### src/common/speech_pkg.sv
/*
 * Shared types and defaults for the speech audio path.
 * Coefficients are signed fixed point with COEF_FRAC fraction bits; the
 * defaults model the two op-amp low-pass stages at a 256-clock sample period.
 */
`default_nettype none

package speech_pkg;

	////////////////////////////////////////////////////////////////////////////
	// Widths and formats
	////////////////////////////////////////////////////////////////////////////

	// Fraction bits of every filter coefficient
	localparam int COEF_FRAC = 15;

	// Clocks per audio sample, about 46.9 kHz at a 12 MHz system clock
	localparam int DEF_SAMPLE_DIV = 256;

	// Number of entries in a coefficient set
	localparam int MAX_STAGES = 4;

	// Speech sample with the 0x8000 offset removed
	typedef logic signed [15:0] pcm_t;

	// Unsigned 16-bit word as seen on the board side
	typedef logic [15:0] uword_t;

	// Sound-board DAC byte
	typedef logic [7:0] snd_t;

	typedef logic signed [21:0] coef_t;

	// One biquad stage, a* feedback and b* feed-forward taps
	typedef struct packed {
		coef_t a2;
		coef_t a3;
		coef_t b1;
		coef_t b2;
		coef_t b3;
	} iir_coef_t;

	// One sample moving down the chain, valid for a single clock
	typedef struct packed {
		logic  valid;
		pcm_t  speech;
		snd_t  sound;
		logic  filter_en;
	} sample_t;

	typedef iir_coef_t [MAX_STAGES-1:0] coef_set_t;

	////////////////////////////////////////////////////////////////////////////
	// Default coefficients
	////////////////////////////////////////////////////////////////////////////

	// Unity gain, no feedback
	localparam iir_coef_t PASS_COEFS = '{a2: 0, a3: 0, b1: 32768, b2: 0, b3: 0};

	// Stage 0 is the first op-amp (gain about 4.2), stage 1 the unity-gain one
	localparam coef_set_t DEF_STAGE_COEFS = '{
		0: '{a2: -53169, a3: 23491, b1: 3229, b2: 6458, b3: 3229},
		1: '{a2: -45172, a3: 17306, b1: 1225, b2: 2452, b3: 1225},
		2: PASS_COEFS,
		3: PASS_COEFS
	};

endpackage

`default_nettype wire

### src/hw/speech_sampler.sv
/*
 * Fixed-rate capture of the speech word, sound byte and filter mode.
 * Inputs are taken as they are, so they must be stable at the capture clock.
 * raw_smp.valid pulses for one clock every SAMPLE_DIV clocks.
 */
`timescale 1ns/1ps
`default_nettype none

module speech_sampler #(
	parameter int SAMPLE_DIV = speech_pkg::DEF_SAMPLE_DIV
) (
	input  wire logic               clk_sys,
	input  wire logic               arst_n,
	input  wire speech_pkg::uword_t speech_in,
	input  wire speech_pkg::snd_t   sound_in,
	input  wire logic               filter_en,
	output speech_pkg::sample_t     raw_smp
);

	import speech_pkg::*;

	localparam int CNT_W = (SAMPLE_DIV > 1) ? $clog2(SAMPLE_DIV) : 1;

	logic [CNT_W-1:0] div_cnt;
	logic             cap_tick;
	logic             cap_valid;
	pcm_t             cap_speech;
	snd_t             cap_sound;
	logic             cap_fen;

	// Last count of the period
	assign cap_tick = (div_cnt == CNT_W'(SAMPLE_DIV - 1));

	always_ff @(posedge clk_sys or negedge arst_n)
	begin
		if (!arst_n)
		begin
			div_cnt   <= '0;
			cap_valid <= 1'b0;
		end
		else
		begin
			cap_valid <= cap_tick;
			if (cap_tick)
				div_cnt <= '0;
			else
				div_cnt <= div_cnt + 1'b1;
		end
	end

	// Flipping the MSB turns offset binary into two's complement
	always_ff @(posedge clk_sys)
	begin
		if (cap_tick)
		begin
			cap_speech <= {~speech_in[15], speech_in[14:0]};
			cap_sound  <= sound_in;
			cap_fen    <= filter_en;
		end
	end

	assign raw_smp = '{valid: cap_valid, speech: cap_speech, sound: cap_sound,
		filter_en: cap_fen};

endmodule

`default_nettype wire

### src/hw/speech_filter/iir_biquad_stage.sv
/*
 * Direct-form-I biquad, one output per input valid, one clock of latency.
 * The full-width result is scaled by COEF_FRAC and clamped to the pcm_t range.
 * History runs on every valid sample, whatever filter_en says.
 */
`timescale 1ns/1ps
`default_nettype none

module iir_biquad_stage #(
	parameter speech_pkg::iir_coef_t COEFS = speech_pkg::PASS_COEFS
) (
	input  wire logic                clk_sys,
	input  wire logic                arst_n,
	input  wire speech_pkg::sample_t smp_in,
	output speech_pkg::sample_t      smp_out
);

	import speech_pkg::*;

	// 22x16 products plus headroom for five terms
	localparam int ACC_W = $bits(coef_t) + $bits(pcm_t) + 3;

	localparam logic signed [ACC_W-1:0] PCM_MAX = 32767;
	localparam logic signed [ACC_W-1:0] PCM_MIN = -32768;

	// Past inputs and outputs, y1 doubles as the output sample
	pcm_t x1;
	pcm_t x2;
	pcm_t y1;
	pcm_t y2;

	logic signed [ACC_W-1:0] acc;
	logic signed [ACC_W-1:0] acc_shr;
	pcm_t                    y_new;

	logic out_valid;
	snd_t out_sound;
	logic out_fen;

	////////////////////////////////////////////////////////////////////////////
	// Difference equation
	////////////////////////////////////////////////////////////////////////////

	always_comb
	begin
		acc = $signed(COEFS.b1) * smp_in.speech
			+ $signed(COEFS.b2) * x1
			+ $signed(COEFS.b3) * x2
			- $signed(COEFS.a2) * y1
			- $signed(COEFS.a3) * y2;

		acc_shr = acc >>> COEF_FRAC;

		// Clamp instead of wrapping on large steps
		if (acc_shr > PCM_MAX)
			y_new = {1'b0, {15{1'b1}}};
		else if (acc_shr < PCM_MIN)
			y_new = {1'b1, {15{1'b0}}};
		else
			y_new = acc_shr[15:0];
	end

	////////////////////////////////////////////////////////////////////////////
	// History and output registers
	////////////////////////////////////////////////////////////////////////////

	always_ff @(posedge clk_sys or negedge arst_n)
	begin
		if (!arst_n)
		begin
			x1        <= '0;
			x2        <= '0;
			y1        <= '0;
			y2        <= '0;
			out_valid <= 1'b0;
		end
		else
		begin
			out_valid <= smp_in.valid;
			if (smp_in.valid)
			begin
				x2 <= x1;
				x1 <= smp_in.speech;
				y2 <= y1;
				y1 <= y_new;
			end
		end
	end

	// Side fields follow the speech sample through the stage
	always_ff @(posedge clk_sys)
	begin
		if (smp_in.valid)
		begin
			out_sound <= smp_in.sound;
			out_fen   <= smp_in.filter_en;
		end
	end

	assign smp_out = '{valid: out_valid, speech: y1, sound: out_sound,
		filter_en: out_fen};

endmodule

`default_nettype wire

### src/hw/audio_mixer.sv
/*
 * Picks raw or filtered speech by the filter_en carried with each sample,
 * then mixes it with the sound byte as the board's summing amp does.
 * Output is unsigned, 3 bits below full scale, one clock after the valid.
 */
`timescale 1ns/1ps
`default_nettype none

module audio_mixer (
	input  wire logic                clk_sys,
	input  wire logic                arst_n,
	input  wire speech_pkg::sample_t raw_smp,
	input  wire speech_pkg::sample_t filt_smp,
	output speech_pkg::uword_t       audio_out,
	output logic                     audio_valid
);

	import speech_pkg::*;

	logic        take_raw;
	logic        take_filt;
	sample_t     sel_smp;
	uword_t      speech_u;
	logic [16:0] mix_sum;

	// Each sample is used once, on the path its own mode bit names
	assign take_raw  = raw_smp.valid & ~raw_smp.filter_en;
	assign take_filt = filt_smp.valid & filt_smp.filter_en;

	assign sel_smp = take_filt ? filt_smp : raw_smp;

	// Back to offset binary
	assign speech_u = {~sel_smp.speech[15], sel_smp.speech[14:0]};

	assign mix_sum = {1'b0, sel_smp.sound, 8'd0} + {1'b0, speech_u};

	always_ff @(posedge clk_sys or negedge arst_n)
	begin
		if (!arst_n)
		begin
			audio_out   <= '0;
			audio_valid <= 1'b0;
		end
		else
		begin
			audio_valid <= take_raw | take_filt;
			if (take_raw | take_filt)
				audio_out <= uword_t'(mix_sum >> 3);
		end
	end

endmodule

`default_nettype wire

### src/hw/speech_audio_top.sv
/*
 * Speech audio path: sampler, NUM_STAGES biquads and the output mixer.
 * NUM_STAGES must be 1 to MAX_STAGES; stage k uses STAGE_COEFS[k].
 * Latency from capture is 2 clocks raw and NUM_STAGES+2 filtered.
 */
`timescale 1ns/1ps
`default_nettype none

module speech_audio_top #(
	parameter int                    NUM_STAGES  = 2,
	parameter int                    SAMPLE_DIV  = speech_pkg::DEF_SAMPLE_DIV,
	parameter speech_pkg::coef_set_t STAGE_COEFS = speech_pkg::DEF_STAGE_COEFS
) (
	input  wire logic               clk_sys,
	input  wire logic               arst_n,
	input  wire speech_pkg::uword_t speech_in,
	input  wire speech_pkg::snd_t   sound_in,
	input  wire logic               filter_en,
	output wire speech_pkg::uword_t audio_out,
	output wire logic               audio_valid
);

	import speech_pkg::*;

	wire sample_t raw_smp;
	wire sample_t filt_smp;

	// Entry 0 is the sampler output, entry k+1 the output of stage k
	wire sample_t stage_smp [0:NUM_STAGES];

	////////////////////////////////////////////////////////////////////////////
	// Capture
	////////////////////////////////////////////////////////////////////////////

	speech_sampler #(
		.SAMPLE_DIV (SAMPLE_DIV)
	) sampler0 (
		.clk_sys   (clk_sys),
		.arst_n    (arst_n),
		.speech_in (speech_in),
		.sound_in  (sound_in),
		.filter_en (filter_en),
		.raw_smp   (raw_smp)
	);

	assign stage_smp[0] = raw_smp;

	////////////////////////////////////////////////////////////////////////////
	// Op-amp filter chain
	////////////////////////////////////////////////////////////////////////////

	// Every stage sees every sample so the history never has gaps
	for (genvar k = 0; k < NUM_STAGES; k++)
	begin : g_stage
		iir_biquad_stage #(
			.COEFS (STAGE_COEFS[k])
		) stage (
			.clk_sys (clk_sys),
			.arst_n  (arst_n),
			.smp_in  (stage_smp[k]),
			.smp_out (stage_smp[k+1])
		);
	end

	assign filt_smp = stage_smp[NUM_STAGES];

	////////////////////////////////////////////////////////////////////////////
	// Output mix
	////////////////////////////////////////////////////////////////////////////

	audio_mixer mixer0 (
		.clk_sys     (clk_sys),
		.arst_n      (arst_n),
		.raw_smp     (raw_smp),
		.filt_smp    (filt_smp),
		.audio_out   (audio_out),
		.audio_valid (audio_valid)
	);

endmodule

`default_nettype wire

### config.mk
export PLATFORM = sky130hd
export DESIGN_NAME = speech_audio_top
export DESIGN_NICKNAME = d
export VERILOG_FILES = /design/src/common/speech_pkg.sv /design/src/hw/speech_sampler.sv /design/src/hw/speech_filter/iir_biquad_stage.sv /design/src/hw/audio_mixer.sv /design/src/hw/speech_audio_top.sv
export SDC_FILE = /design/constraint.sdc
export NUM_CORES = 1
export LEC_CHECK = 0
export BUFFER_PORTS_ARGS = -buffer_cell sky130_fd_sc_hd__buf_2
export CAP_MARGIN = 0
export CORE_UTILIZATION = 32
export CTS_BUF_LIST = sky130_fd_sc_hd__clkbuf_4 sky130_fd_sc_hd__clkbuf_8 sky130_fd_sc_hd__clkbuf_16
export CTS_CLUSTER_SIZE = 30
export DETAILED_ROUTE_END_ITERATION = 16
export PLACE_DENSITY_LB_ADDON = 0.25
export SLEW_MARGIN = 20
export SYNTH_ARGS = -nofsm -noshare
export SYNTH_HDL_FRONTEND = slang
export SYNTH_SLANG_ARGS = --single-unit
### constraint.sdc
create_clock -name clk_sys -period 2.3 [get_ports clk_sys]
set_input_delay 0.345 -clock clk_sys [delete_from_list [all_inputs] [get_ports clk_sys]]
set_output_delay 0.345 -clock clk_sys [all_outputs]
set_load 0.02 [all_outputs]
* Word level (Yosys, flattened, before mapping) *
Cells that the tools add are included.

word-level totals
  register bits after elaboration = 101
  input port bits = 27
  output and inout bits = 17
  word-level logic and storage cells = 34

operators by class
  add/subtract/negate cells = 2
  $lt $le $gt $ge = 4
  eq/ne operators = 1
  multiplexer cells = 6
  bitwise logic cells = 6

operators with widths
  cell                    count
  $mux W16                4
  $gt A16 B16 Y1 const B  2
  $lt A16 B16 Y1 const B  2
  $mux W25                1
  $add A16 B16 Y17        1
  $add A8 B1 Y8 const B   1
  $eq A8 B8 Y1 const B    1
  $mux W8                 1
  $not A1 Y1              3
  $and A1 B1 Y1           2
  $or A1 B1 Y1            1

* Logic depth before layout (Yosys ltp) *
  word-level depth = 4
  depth in mapped cells = 10
  mapped depth without buffers = 9

* Cells and area by module *
Synthesis repeated with hierarchy kept, for this count alone.

unflattened totals
  cell total of the unflattened synthesis = 271
  area, all modules = 4239.1 µm²

modules (own cells, without submodules)
  module            times used  cells each  area each (µm²)  sequential area each (µm²)
  iir_biquad_stage  2           46          959.7            695.7
  audio_mixer       1           119         1168.6           375.4
  speech_sampler    1           60          1151.1           975.9

* Worst setup path before layout *
No wires, ideal clock.

  path kind = register -> register
  start = reg g_stage[1].stage.out_fen
  end = reg mixer0.audio_out[11]
  library setup time = 69 ps
  arrival time = 2452 ps
  required time = 2231 ps
  path slack = -221 ps
  stages on the path, launching flop included = 11
  buffers on the path = 1
  period minus slack after synthesis = 2521 ps
  cells stage by stage = edfxtp_1 nand2_1 buf_2 mux2_2 ha_1 inv_1 fa_1 nor2b_1 o31a_1 or4_1 nand3_1

between the ends
  word-level cells in the longest chain between the ends = 3
  elaborated cells on any way between the ends = 4
  classes of those cells = 1 x add/sub; 1 x mux; 2 x bitwise

RTL lines
  element                 line                    text
  from (decl)             iir_biquad_stage.sv:38  logic out_fen;
  from (signal assigned)  iir_biquad_stage.sv:96  out_fen <= smp_in.filter_en;
  $and A1 B1 Y1 *         audio_mixer.sv:28       assign take_filt = filt_smp.valid & filt_smp.filter_en;
  $mux W25                audio_mixer.sv:30       assign sel_smp = take_filt ? filt_smp : raw_smp;
  $add A16 B16 Y17        audio_mixer.sv:35       assign mix_sum = {1'b0, sel_smp.sound, 8'd0} + {1'b0, speech_u};
  to (signal assigned)    audio_mixer.sv:48       audio_out <= uword_t'(mix_sum >> 3);
  to (decl)               audio_mixer.sv:14       output speech_pkg::uword_t audio_out,

Mark *: on every way between the ends. The rest lies on a longest branch, timed or not.
A chain may end at the register's enable or synchronous reset.

* Worst setup path in the final report *
  start = reg g_stage[1].stage.out_valid
  end = reg mixer0.audio_out[12]

between the ends
  word-level cells in the longest chain between the ends = 4
  elaborated cells on any way between the ends = 5
  classes of those cells = 1 x add/sub; 1 x mux; 3 x bitwise

RTL lines
  element                 line                    text
  from (decl)             iir_biquad_stage.sv:36  logic out_valid;
  from (signal assigned)  iir_biquad_stage.sv:79  out_valid <= smp_in.valid;
  $and A1 B1 Y1 *         audio_mixer.sv:28
  $mux W25                audio_mixer.sv:30
  $not A1 Y1              audio_mixer.sv:33       assign speech_u = {~sel_smp.speech[15], sel_smp.speech[14:0]};
  $add A16 B16 Y17        audio_mixer.sv:35

Marked as above.

==> impl_metrics.ini <==
[status]
status = finished with violations
failed_checks = design-rule violations

[global_route]
grt_overflow = 0
grt_pass1_wl_um = 12200
antenna_found_initial = 0
grt_pass1_vias = 2323
grt_max_degree = 52
grt_use_total_pct = 13.3

[logic_synthesis]
synth_area_leaders = dfrtp_1, edfxtp_1, mux2_2
synth-seq-cells = 92
synth_area_um2 = 3800
synth_edf_count = 40
synth.largest_area_cell = dfrtp_1
synth_flop_cell = dfrtp_1
netlist-cell-type-count = 44
netlist_instances = 258
ys_seq_area_share_pct = 65.8
avgSynthCellArea_um2 = 14.7
async_flop_share_pct = 56.5
synth_top_area_share_pct = 34.2
yosysWarnings = 0

[die]
start_util_pct = 33.0
die_y_um = 111
core_area_um2 = 11500
std_cell_rows = 39
die_area_um2 = 12300
die-width_um = 111
io-pin-count = 44

[timing]
worst_clock_skew_ns = 0.00969
fin_crit_ns = 2.26
rsz0062_at_grt = yes
finalHoldViolations = 0
clock.fmax_ghz = 0.442
maxSlewViolCount = 0
min_period_over_period_pct = 98.3
setup_ws_ns = 0.0385
final-setup-viol-count = 0

[cts]
clkTransAtPathRegs_ns = 0.07
cts-buffers-inserted = 9
cts_num_sinks = 92
cts_tree = yes
htree_levels = 3
clockBufferDepth = 2
clk_latency_ns = 0.35
cts_root_buf = clkbuf_16

[setup_path]
critPathRequiredTime_ns = 2.59
cp-end-kind = register
crit_chain = nand2_8 -> mux2_2 -> ha_4 -> nor3_1 -> or2_2 -> or4b_4 -> nand3_1
r2r_cells = 7
cp_max_fo = 5
max_stage_delay_ns = 0.51
reg2reg_from = g_stage[1].stage.out_valid
crit_slowest_cell = dfrtp_2
critPathKind = register to register
r2r_end = mixer0.audio_out[12]
critPathLaunchType = register
arrival_ns = 2.55
ff2ff_setup_slack_ns = 0.04

[finish]
layout_common_cells = dfrtp_1, edfxtp_1, buf_2
diodes = 0
drive_gt1_share_pct = 44.1
fin_util_pct = 42.2
layout.nets = 361
area_growth_pct = 27.7
final_common_cell = dfrtp_1

[routing]
first_iter_violations = 73
wirelength_um = 7420
first_pass_iters = 10
drcViolationCount = 10
wire_per_inst_um = 15.7
vias = 2221
post_drt_via_cell_ratio = 4.71
antenna_left = 0

[pwr]
worst_ir_drop_vdd_mv = 0.382
power_mw = 3.43
p_leak_nw = 2.21
powerDensity_nw_per_um2 = 707

[placement]
pre_cts_slack_ns = -0.156
io_buffers = 38
place_congestion = 0.718
dp.final_hpwl_um = 4710

[min_path]
min_path_type = primary input to register
min_from = sound_in[7]
hold_path_depth = 1
whs_endpoint = sampler0.cap_sound[7]

[flow_run]
drv_cap = 0
per-layer routing:
layer  vias up  share of wire, %  global-route usage (%)
li1       1076                 -                       -
met1      1090                47                    17.5
met2        45                48                    20.3
met3        10               3.6                    4.05
met4         0               1.7                    5.68
met5         -                 0                       0
per-stage QoR:
| stage | setup TNS (ns) | cell area, um2 | hold WS [ns] | std cells |
|---|---|---|---|---|
| 3_3_place_gp | -0.176 | 4330 | 0.145 | 449 |
| 4_1_cts | -0.0353 | 4760 | 0.155 | 472 |
| 2_1_floorplan | -0.0416 | 3870 | 0.0494 | 259 |
| 3_5_place_dp | -0.287 | 4330 | 0.145 | 449 |
| 6_report | 0 | 4860 | 0.171 | 472 |
| 5_1_grt | -0.0742 | 4860 | 0.157 | 472 |
flip-flops by register name (all words and copies together), names as in the netlist:
name                     cells
sampler0.div_cnt             8
sampler0.cap_speech         13
sampler0.cap_fen             1
sampler0.cap_sound           8
g_stage.stage.y1            26
g_stage.stage.out_sound     16
g_stage.stage.out_valid      2
g_stage.stage.out_fen        2
sampler0.cap_valid           1
mixer0.audio_out            14
mixer0.audio_valid           1
repair_timing:
item | CTS | global route
pin swaps | 5 | 3
setup endpoints to repair | 4 | 4
setup buffers | 4 | 0
gates resized for setup | 5 | 21
hold buffers | 1 | 0
gates cloned | 2 | 0
hold endpoints to repair | 1 | 0
worst max-delay path: cells and delay by family (launching register included):
kind	cells	cell delay [ns]
and+or+nand+nor	5	1.04
DFF	1	0.51
muxes	1	0.37
adders and majority gates	1	0.28
cell families after synthesis:
group	count (synthesis)	share of synthesized area [%]
muxes	47	13.7
adders and majority gates	10	3.49
xor gates and xnor gates	7	1.61
DFF	92	65.8
and+or+nand+nor	46	6.61
other	1	0.0986
AOI/OAI and AO/OA	36	6.12
buffers and inverters	19	2.57
worst max-delay path by stage:
stage                                end                  startpoint  slack [ns]
floorplan           mixer0.audio_out[11]    g_stage[1].stage.out_fen       -0.04
global placement    mixer0.audio_out[11]    g_stage[1].stage.out_fen       -0.10
detailed placement  mixer0.audio_out[11]    g_stage[1].stage.out_fen       -0.16
CTS                 mixer0.audio_out[12]    g_stage[1].stage.out_fen       -0.04
global route        mixer0.audio_out[12]    g_stage[1].stage.out_fen       -0.05
finish              mixer0.audio_out[12]  g_stage[1].stage.out_valid        0.04
report_power, final:
group	switching (mW)	internal [mW]	total, mW	leakage [nW]
Sequential	0	1.71	1.71	1.07
Combinational	0.0267	0.0181	0.0448	0.970
Clock	0.604	1.07	1.68	0.172
Total	0.631	2.80	3.43	2.21
layout make-up:
| type | instances | area, um2 |
|---|---|---|
| Sequential cell | 92 | 2500 |
| Clock buffer | 13 | 279 |
| Inverter | 8 | 30.0 |
| Timing Repair Buffer | 63 | 400 |
| Tap cell | 143 | 179 |
| Clock inverter | 3 | 68.8 |
| Fill cell | 1056 | 6660 |
| Multi-Input combinational cell | 150 | 1400 |
cell usage after synthesis, drive strengths merged, types with 3 or more instances:
library cell and number:
mux2 41, nand2b 7, nor3 3, and2 3
nand2 11, a211oi 3, nand3 4, nor2 8
xor2 4, dfrtp 52, clkbuf 3, inv 8
ha 9, o21ai 11, a21oi 8, mux2i 6
xnor2 3, buf 8, edfxtp 40
No activity file was read; power rests on OpenSTA's default activity.
